===== src/hdl/core_pkg.sv =====
package core_pkg;

    // Datapath and address width
    localparam int unsigned XLEN = 32;

    // Register file geometry
    localparam int unsigned NUM_REGS   = 32;
    localparam int unsigned REG_ADDR_W = 5;

    // Instruction buffer geometry, depth is a power of two
    localparam int unsigned IB_DEPTH = 4;
    localparam int unsigned IB_PTR_W = 2;

    localparam logic [XLEN-1:0] RESET_PC = 32'h0000_0000;

    // Instruction field positions
    localparam int unsigned OPC_MSB = 31;
    localparam int unsigned OPC_LSB = 26;
    localparam int unsigned RD_MSB  = 25;
    localparam int unsigned RD_LSB  = 21;
    localparam int unsigned RS1_MSB = 20;
    localparam int unsigned RS1_LSB = 16;
    localparam int unsigned RS2_MSB = 15;
    localparam int unsigned RS2_LSB = 11;
    localparam int unsigned IMM_MSB = 15; // Overlaps rs2, signed
    localparam int unsigned IMM_LSB = 0;
    localparam int unsigned IMM_W   = 16;

    typedef enum logic [5:0] {
        OP_NOP  = 6'd0,
        OP_ADD  = 6'd1,
        OP_SUB  = 6'd2,
        OP_AND  = 6'd3,
        OP_OR   = 6'd4,
        OP_ADDI = 6'd5, // rd = rs1 + sext(imm)
        OP_BEQ  = 6'd6  // Taken target is pc + 4 * sext(imm)
    } opcode_e;

    // Pushed by fetch into the buffer
    typedef struct packed {
        logic [XLEN-1:0] pc;
        logic [XLEN-1:0] instr;
    } fetch_entry_t;

    // Branch redirect from execute
    typedef struct packed {
        logic            taken;
        logic [XLEN-1:0] target;
    } redirect_t;

    // One retired instruction
    typedef struct packed {
        logic [XLEN-1:0]       pc;
        logic                  we;
        logic [REG_ADDR_W-1:0] waddr; // Zero when we is low
        logic [XLEN-1:0]       wdata; // Zero when we is low
    } commit_t;

endpackage


===== src/hdl/exec_unit.sv =====
module exec_unit (
    input  logic                   clk,
    input  logic                   arst_n_i,
    // From the buffer
    input  logic                   in_valid_i,
    input  core_pkg::fetch_entry_t in_entry_i,
    output logic                   in_ready_o,
    // To fetch and buffer
    output core_pkg::redirect_t    redirect_o,
    // Commit port
    output logic                   commit_valid_o,
    output core_pkg::commit_t      commit_o,
    input  logic                   commit_ready_i
);

    core_pkg::opcode_e               opcode;
    logic [core_pkg::REG_ADDR_W-1:0] rd;
    logic [core_pkg::REG_ADDR_W-1:0] rs1;
    logic [core_pkg::REG_ADDR_W-1:0] rs2;
    logic [core_pkg::XLEN-1:0]       rs1_data;
    logic [core_pkg::XLEN-1:0]       rs2_data;
    logic [core_pkg::XLEN-1:0]       imm_ext;
    logic [core_pkg::XLEN-1:0]       alu_res;
    logic                            writes_rd;
    logic                            is_beq;
    logic                            accept;
    core_pkg::commit_t               commit_d;
    core_pkg::commit_t               commit_q;
    logic                            commit_valid_q;

    // Field extraction
    assign opcode = core_pkg::opcode_e'(in_entry_i.instr[core_pkg::OPC_MSB:core_pkg::OPC_LSB]);
    assign rd     = in_entry_i.instr[core_pkg::RD_MSB:core_pkg::RD_LSB];
    assign rs1    = in_entry_i.instr[core_pkg::RS1_MSB:core_pkg::RS1_LSB];
    assign rs2    = in_entry_i.instr[core_pkg::RS2_MSB:core_pkg::RS2_LSB];
    assign imm_ext = {{(core_pkg::XLEN - core_pkg::IMM_W){in_entry_i.instr[core_pkg::IMM_MSB]}},
                      in_entry_i.instr[core_pkg::IMM_MSB:core_pkg::IMM_LSB]};

    // Free commit slot, or the held record leaves this cycle
    assign in_ready_o = !commit_valid_q || commit_ready_i;
    assign accept     = in_valid_i && in_ready_o;

    regfile u_regfile (
        .clk       (clk),
        .arst_n_i  (arst_n_i),
        .raddr_a_i (rs1),
        .raddr_b_i (rs2),
        .rdata_a_o (rs1_data),
        .rdata_b_o (rs2_data),
        .we_i      (accept && commit_d.we),  // Written on the retiring edge
        .waddr_i   (commit_d.waddr),
        .wdata_i   (commit_d.wdata)
    );

    always_comb begin
        alu_res   = '0;
        writes_rd = 1'b0;
        is_beq    = 1'b0;
        case (opcode)
            core_pkg::OP_ADD: begin
                alu_res   = rs1_data + rs2_data;
                writes_rd = 1'b1;
            end
            core_pkg::OP_SUB: begin
                alu_res   = rs1_data - rs2_data;
                writes_rd = 1'b1;
            end
            core_pkg::OP_AND: begin
                alu_res   = rs1_data & rs2_data;
                writes_rd = 1'b1;
            end
            core_pkg::OP_OR: begin
                alu_res   = rs1_data | rs2_data;
                writes_rd = 1'b1;
            end
            core_pkg::OP_ADDI: begin
                alu_res   = rs1_data + imm_ext;
                writes_rd = 1'b1;
            end
            core_pkg::OP_BEQ: is_beq = 1'b1;
            default: ;  // NOP and unknown opcodes
        endcase
    end

    // Record fields are zeroed when nothing is written
    assign commit_d.pc    = in_entry_i.pc;
    assign commit_d.we    = writes_rd && (rd != '0);
    assign commit_d.waddr = commit_d.we ? rd : '0;
    assign commit_d.wdata = commit_d.we ? alu_res : '0;

    assign redirect_o.taken  = accept && is_beq && (rs1_data == rs2_data);
    assign redirect_o.target = in_entry_i.pc + {imm_ext[core_pkg::XLEN-3:0], 2'b00};

    always_ff @(posedge clk or negedge arst_n_i) begin
        if (!arst_n_i) begin
            commit_valid_q <= 1'b0;
        end else if (accept) begin
            commit_valid_q <= 1'b1;
        end else if (commit_ready_i) begin
            commit_valid_q <= 1'b0;
        end
    end

    always_ff @(posedge clk) begin
        if (accept) begin
            commit_q <= commit_d;
        end
    end

    assign commit_valid_o = commit_valid_q;
    assign commit_o       = commit_q;

endmodule


===== src/hdl/fetch_unit.sv =====
module fetch_unit (
    input  logic                         clk,
    input  logic                         arst_n_i,
    // Instruction memory
    output logic                         imem_req_o,
    output logic [core_pkg::XLEN-1:0]    imem_addr_o,
    input  logic                         imem_gnt_i,
    input  logic [core_pkg::XLEN-1:0]    imem_rdata_i,
    // Buffer push side
    output logic                         push_valid_o,
    output core_pkg::fetch_entry_t       push_entry_o,
    input  logic                         push_ready_i,
    // From execute
    input  core_pkg::redirect_t          redirect_i
);

    logic [core_pkg::XLEN-1:0] pc_q;
    logic                      run_q;   // Low until the first edge after reset
    logic                      fire;

    // Request only with room in the buffer and no redirect pending
    assign imem_req_o  = run_q && push_ready_i && !redirect_i.taken;
    assign imem_addr_o = pc_q;

    assign fire = imem_req_o && imem_gnt_i;

    // Read data arrives with the grant
    assign push_valid_o       = fire;
    assign push_entry_o.pc    = pc_q;
    assign push_entry_o.instr = imem_rdata_i;

    always_ff @(posedge clk or negedge arst_n_i) begin
        if (!arst_n_i) begin
            run_q <= 1'b0;
        end else begin
            run_q <= 1'b1;
        end
    end

    // Address only moves on a grant or a redirect
    always_ff @(posedge clk or negedge arst_n_i) begin
        if (!arst_n_i) begin
            pc_q <= core_pkg::RESET_PC;
        end else if (redirect_i.taken) begin
            pc_q <= redirect_i.target;
        end else if (fire) begin
            pc_q <= pc_q + core_pkg::XLEN'(4);
        end
    end

endmodule


===== src/hdl/instr_buffer.sv =====
module instr_buffer (
    input  logic                   clk,
    input  logic                   arst_n_i,
    // From fetch
    input  logic                   push_valid_i,
    input  core_pkg::fetch_entry_t push_entry_i,
    output logic                   push_ready_o,
    // To execute
    output logic                   pop_valid_o,
    output core_pkg::fetch_entry_t pop_entry_o,
    input  logic                   pop_ready_i,
    // Taken branch
    input  logic                   flush_i
);

    core_pkg::fetch_entry_t mem [core_pkg::IB_DEPTH];

    logic [core_pkg::IB_PTR_W-1:0] wr_ptr_q;
    logic [core_pkg::IB_PTR_W-1:0] rd_ptr_q;
    logic [core_pkg::IB_PTR_W:0]   count_q;  // One extra bit to tell full from empty
    logic                          push_fire;
    logic                          pop_fire;

    assign push_ready_o = (count_q != (core_pkg::IB_PTR_W + 1)'(core_pkg::IB_DEPTH));
    assign pop_valid_o  = (count_q != '0);
    assign pop_entry_o  = mem[rd_ptr_q];

    // A push in the flush cycle is dropped
    assign push_fire = push_valid_i && push_ready_o && !flush_i;
    assign pop_fire  = pop_valid_o && pop_ready_i;

    always_ff @(posedge clk) begin
        if (push_fire) begin
            mem[wr_ptr_q] <= push_entry_i;
        end
    end

    always_ff @(posedge clk or negedge arst_n_i) begin
        if (!arst_n_i) begin
            wr_ptr_q <= '0;
            rd_ptr_q <= '0;
            count_q  <= '0;
        end else if (flush_i) begin
            wr_ptr_q <= '0;
            rd_ptr_q <= '0;
            count_q  <= '0;
        end else begin
            if (push_fire) begin
                wr_ptr_q <= wr_ptr_q + 1'b1; // Wraps at depth
            end
            if (pop_fire) begin
                rd_ptr_q <= rd_ptr_q + 1'b1;
            end
            case ({push_fire, pop_fire})
                2'b10:   count_q <= count_q + 1'b1;
                2'b01:   count_q <= count_q - 1'b1;
                default: count_q <= count_q; // Both or neither
            endcase
        end
    end

endmodule


===== src/hdl/mini_core_top.sv =====
module mini_core_top (
    input  logic                      clk,
    input  logic                      arst_n_i,
    // Instruction memory
    output logic                      imem_req_o,
    output logic [core_pkg::XLEN-1:0] imem_addr_o,
    input  logic                      imem_gnt_i,
    input  logic [core_pkg::XLEN-1:0] imem_rdata_i,
    // Retired instructions
    output logic                      commit_valid_o,
    output core_pkg::commit_t         commit_o,
    input  logic                      commit_ready_i
);

    logic                   push_valid;
    logic                   push_ready;
    core_pkg::fetch_entry_t push_entry;
    logic                   pop_valid;
    logic                   pop_ready;
    core_pkg::fetch_entry_t pop_entry;
    core_pkg::redirect_t    redirect;

    fetch_unit u_fetch (
        .clk          (clk),
        .arst_n_i     (arst_n_i),
        .imem_req_o   (imem_req_o),
        .imem_addr_o  (imem_addr_o),
        .imem_gnt_i   (imem_gnt_i),
        .imem_rdata_i (imem_rdata_i),
        .push_valid_o (push_valid),
        .push_entry_o (push_entry),
        .push_ready_i (push_ready),
        .redirect_i   (redirect)
    );

    instr_buffer u_ibuf (
        .clk          (clk),
        .arst_n_i     (arst_n_i),
        .push_valid_i (push_valid),
        .push_entry_i (push_entry),
        .push_ready_o (push_ready),
        .pop_valid_o  (pop_valid),
        .pop_entry_o  (pop_entry),
        .pop_ready_i  (pop_ready),
        .flush_i      (redirect.taken)  // Drop wrong-path entries
    );

    exec_unit u_exec (
        .clk            (clk),
        .arst_n_i       (arst_n_i),
        .in_valid_i     (pop_valid),
        .in_entry_i     (pop_entry),
        .in_ready_o     (pop_ready),
        .redirect_o     (redirect),
        .commit_valid_o (commit_valid_o),
        .commit_o       (commit_o),
        .commit_ready_i (commit_ready_i)
    );

endmodule


===== src/hdl/regfile.sv =====
module regfile (
    input  logic                            clk,
    input  logic                            arst_n_i,
    // Read ports
    input  logic [core_pkg::REG_ADDR_W-1:0] raddr_a_i,
    input  logic [core_pkg::REG_ADDR_W-1:0] raddr_b_i,
    output logic [core_pkg::XLEN-1:0]       rdata_a_o,
    output logic [core_pkg::XLEN-1:0]       rdata_b_o,
    // Write port
    input  logic                            we_i,
    input  logic [core_pkg::REG_ADDR_W-1:0] waddr_i,
    input  logic [core_pkg::XLEN-1:0]       wdata_i
);

    logic [core_pkg::XLEN-1:0] regs [core_pkg::NUM_REGS];

    // r0 is never written, so it keeps its reset value
    assign rdata_a_o = regs[raddr_a_i];
    assign rdata_b_o = regs[raddr_b_i];

    always_ff @(posedge clk or negedge arst_n_i) begin
        if (!arst_n_i) begin
            for (int i = 0; i < core_pkg::NUM_REGS; i++) begin
                regs[i] <= '0;
            end
        end else if (we_i && (waddr_i != '0)) begin
            regs[waddr_i] <= wdata_i;
        end
    end

endmodule


===== config.mk =====
export PLATFORM = sky130hd
export DESIGN_NAME = mini_core_top
export DESIGN_NICKNAME = d
export VERILOG_FILES = /design/src/hdl/core_pkg.sv /design/src/hdl/exec_unit.sv /design/src/hdl/fetch_unit.sv /design/src/hdl/instr_buffer.sv /design/src/hdl/mini_core_top.sv /design/src/hdl/regfile.sv
export SDC_FILE = /design/constraint.sdc
export NUM_CORES = 2
export LEC_CHECK = 0
export ABC_AREA = 1
export BUFFER_PORTS_ARGS = -buffer_cell sky130_fd_sc_hd__buf_2
export CAP_MARGIN = 20
export CORE_MARGIN = 2
export CORE_UTILIZATION = 55
export DETAILED_ROUTE_END_ITERATION = 16
export PLACE_DENSITY = 0.71
export SETUP_SLACK_MARGIN = 0.1
export SYNTH_ARGS = -nofsm -noshare
export SYNTH_HDL_FRONTEND = slang
export SYNTH_SLANG_ARGS = --single-unit

===== constraint.sdc =====
create_clock -name clk -period 17.1 [get_ports clk]
set_input_delay 3.42 -clock clk [delete_from_list [all_inputs] [get_ports clk]]
set_output_delay 3.42 -clock clk [all_outputs]
set_load 0.005 [all_outputs]

==> impl_metrics.csv <==
group,metric,value,unit
global_route,grt_remaining_overflow,0,
clock_tree,clkSlewWorstSetupHoldPaths,0.06,ns
worst_setup_path,critPathSlowestCell,"sky130_fd_sc_hd__clkinv_2",
clock_tree,cts-hold-fix-buffers,0,
yosys,postSynthNetCount,10200,
worst_setup_path,timing.critical_path.arrival,8.96,ns
timing,total_negative_setup_slack,0,ns
global_route,grt_usage,39.1,%
floorplanning,core_area,0.139,mm2
timing,timing.final.crit_share,72.4,%
worst_setup_path,worst_setup_path_start_kind,"register",
drt,firstDrtPassIters,10,
floorplanning,die_y,378,um
yosys,synth_enable_flop_cells,326,
worst_setup_path,cp_cell_sequence,"clkinv_2, or2_2, a32oi_4, buf_4, clkinv_2, buf_4, nand3_1, nand2_1, nand2_1, o21ai_1, inv_1, ha_1, or2_2, nor2_1, inv_1, nor2_1, nand2_1, nor2_1, nand3_1, nand3_1, inv_1, buf_2",
timing,timing_worst_slew_pin_value,1.22,ns
yosys,synth_cells,9983,
clock_tree,cts_made_buffers,151,
global_route,first_global_vias,69400,
drt,viasPerCell,6.41,
placed_design,detailed_place_hpwl,165000,um
cells_and_area,fill_cells,12400,
global_route,grt_start_max_net_pins,206,
timing,worst_slew_margin_rel,18.7,%
placed_design,place.gp.congestion,0.988,
yosys,synth.cells.most_frequent,"sky130_fd_sc_hd__nand2_1, sky130_fd_sc_hd__o21ai_0, sky130_fd_sc_hd__nor2_1",
yosys,yosysUniqueCellTypes,70,
floorplanning,floorplan.rows,137,
drt,topRoutingLayerUsed,"met5",
yosys,synth_top_cells_by_area,"sky130_fd_sc_hd__dfrtp_1, sky130_fd_sc_hd__edfxtp_1, sky130_fd_sc_hd__nand2_1",
global_route,wire_length_of_the_first_global_routing_pass,428000,um
flow_run,drv.max_cap_violation_count,0,
yosys,yosysWarnings,0,
yosys,synth-async-reset-ratio,76.6,%
cells_and_area,area_growth_from_synthesis_to_final_layout,7.80,%
timing,setup_viol_count_final,0,
clock_tree,post_cts.repair.setup_buffers,0,
timing,final_critical_path_time_including_i_o_delays_and_setup,12.38,ns
worst_setup_path,critical_path_start_end_classification,"reg2out",
timing,max_freq,80.8,MHz
worst_setup_path,cp-end-kind,"output port",
yosys,post-synth-top-count-cell,"sky130_fd_sc_hd__nand2_1",
clock_tree,worstSkewPairLatency,0.83,ns
cells_and_area,layout_cell_share_with_drive_strength_beyond_1,7.22,%
drt,m1WireLength,111000,um
clock_tree,clockBufferDepth,3,
worst_setup_path,path_delay_family,"buffers and inverters",
yosys,synth.largest_area_cell,"sky130_fd_sc_hd__dfrtp_1",
clock_tree,tritoncts_clock_tree,"built",
placed_design,number_of_i_o_port_buffers,139,
worst_setup_path,critPathMaxStageDelay,0.93,ns
cells_and_area,finalNetCount,9783,
floorplanning,die_area,0.143,mm2
clock_tree,root_buffer,"sky130_fd_sc_hd__clkbuf_16",
yosys,synth_area_per_cell,7.73,um2
drt,final_antenna_net_count,0,
drt,route.final.wire_length,284000,um
yosys,synth-seq-area-share,47.2,%
clock_tree,clock_tree.htree_level_count,4,
yosys,netlist.area_leader.share,34.6,%
drt,via_count,74300,
yosys,netlist_area,0.0771,mm2
hold_path,worstHoldPathType,"reg2reg",
worst_setup_path,critical_path.max_fanout,53,
cells_and_area,final_area,0.0831,mm2
timing,final_max_slew_viol_count,0,
drt,routed-wl-met2,122000,um
yosys,synth.ff_latch_count,1391,
clock_tree,post_cts.resized_instances,0,
drt,drc_errors,0,
outcome,run_status,"completed",
worst_setup_path,timing.critical_path.required,13.68,ns
drt,met3RoutedLength,35700,um
clock_tree,cts_num_sinks,1391,
floorplanning,die_width,378,um
placed_design,placed_area,0.0780,mm2
floorplanning,io-pin-count,140,
worst_setup_path,worst-path-buf-inv,8,
timing,hold_viol,0,
yosys,ys.flop_type,"sky130_fd_sc_hd__dfrtp_1",
drt,detailedRoute.firstIterationViolations,11900,
timing,rsz0062_at_grt,"false",
drt,wire_length_per_cell,24.5,um
floorplanning,initial_core_util,55.3,%
timing,skew,0.0353,ns
global_route,antenna_found_initial,6,
-- final timing paths --
kind,slack [ns],end,from,cells after the start
max,4.72,imem_req_o,u_ibuf.rd_ptr_q[0]$_DFFE_PN0P_,22
min,0.40,u_exec.u_regfile.regs[992]$_DFFE_PN0P_,u_exec.u_regfile.regs[992]$_DFFE_PN0P_,0
max reg2reg,7.24,u_exec.commit_o[26]$_DFFE_PP_,u_ibuf.rd_ptr_q[0]$_DFFE_PN0P_,34
min reg2reg,0.40,u_exec.u_regfile.regs[992]$_DFFE_PN0P_,u_exec.u_regfile.regs[992]$_DFFE_PN0P_,0
max in group asynchronous,11.37,u_exec.u_regfile.regs[129]$_DFFE_PN0P_,arst_n_i,4
min in group asynchronous,2.67,u_exec.u_regfile.regs[954]$_DFFE_PN0P_,arst_n_i,1
-- cell families (layout without fill, tap and decap cells) --
group | after synthesis | count (layout) | share of synthesized area, %
compound gates | 3102 | 3102 | 21.8
xor+xnor | 48 | 48 | 0.545
fa+ha+maj | 165 | 165 | 2.72
buf+inv | 1332 | 1057 | 7.02
flops | 1391 | 1391 | 47.2
other cells | 1 | 4 | 0.00486
simple gates | 3944 | 3944 | 20.7
-- flip-flops by register name (all words and copies together) (netlist names) --
name and cells:
u_fetch.imem_addr_o 32, u_fetch.run_q 1, u_exec.u_regfile.regs 1024, u_ibuf.count_q 3
u_exec.commit_valid_o 1, u_ibuf.rd_ptr_q 2, u_ibuf.wr_ptr_q 2, u_ibuf.mem 256
u_exec.commit_o 70
-- layout make-up --
| type | instances | area [um2] | area share, % |
|---|---|---|---|
| antenna | 3 | 7.51 | 0.00903 |
| clock buffer | 197 | 4200 | 5.05 |
| clock inverter | 82 | 918 | 1.10 |
| inverter | 518 | 1990 | 2.39 |
| multi-input combinational | 7260 | 35500 | 42.6 |
| sequential | 1391 | 36400 | 43.8 |
| tap | 1876 | 2350 | 2.82 |
| timing repair buffer | 260 | 1790 | 2.15 |
-- layer usage --
layer  GRT usage [%]  up-vias
li1                -    33000
met1            53.6    35200
met2            58.0     5114
met3            9.72      965
met4            19.0        2
met5               0        -
-- cell usage in the layout, fill, tap and decap left out, types with 30 or more instances in the layout --
master,netlist,routed
sky130_fd_sc_hd__nand2_1,2166,2162
sky130_fd_sc_hd__o21ai_0,1315,1314
sky130_fd_sc_hd__nor2_1,1160,1156
sky130_fd_sc_hd__dfrtp_1,1065,1063
sky130_fd_sc_hd__o21ai_1,838,838
sky130_fd_sc_hd__o22ai_1,488,488
sky130_fd_sc_hd__nand3_1,457,456
sky130_fd_sc_hd__inv_1,453,449
sky130_fd_sc_hd__edfxtp_1,326,326
sky130_fd_sc_hd__a21oi_1,214,214
sky130_fd_sc_hd__ha_1,161,161
sky130_fd_sc_hd__clkbuf_16,0,151
sky130_fd_sc_hd__buf_2,166,138
sky130_fd_sc_hd__buf_4,25,107
sky130_fd_sc_hd__a31oi_1,87,87
sky130_fd_sc_hd__o211ai_1,71,71
sky130_fd_sc_hd__inv_2,61,56
sky130_fd_sc_hd__or2_2,39,39
sky130_fd_sc_hd__xor2_1,37,37
sky130_fd_sc_hd__clkinv_2,0,30
-- through the flow --
step | hold slack [ns] | instances | util [%] | setup slack [ns]
after floorplan | 0.449 | 9983 | - | 7.80
after global placement | 0.386 | 11300 | 56.0 | 6.02
after detailed placement | 0.390 | 11300 | 56.0 | 5.90
after CTS | 0.405 | 11600 | 59.7 | 5.00
after global routing | 0.412 | 11600 | 59.7 | 4.26
final | 0.402 | 11600 | 59.7 | 4.72
Power is not shown: default switching activity piles up to over one toggle a cycle in this logic, so the estimate is an artifact.
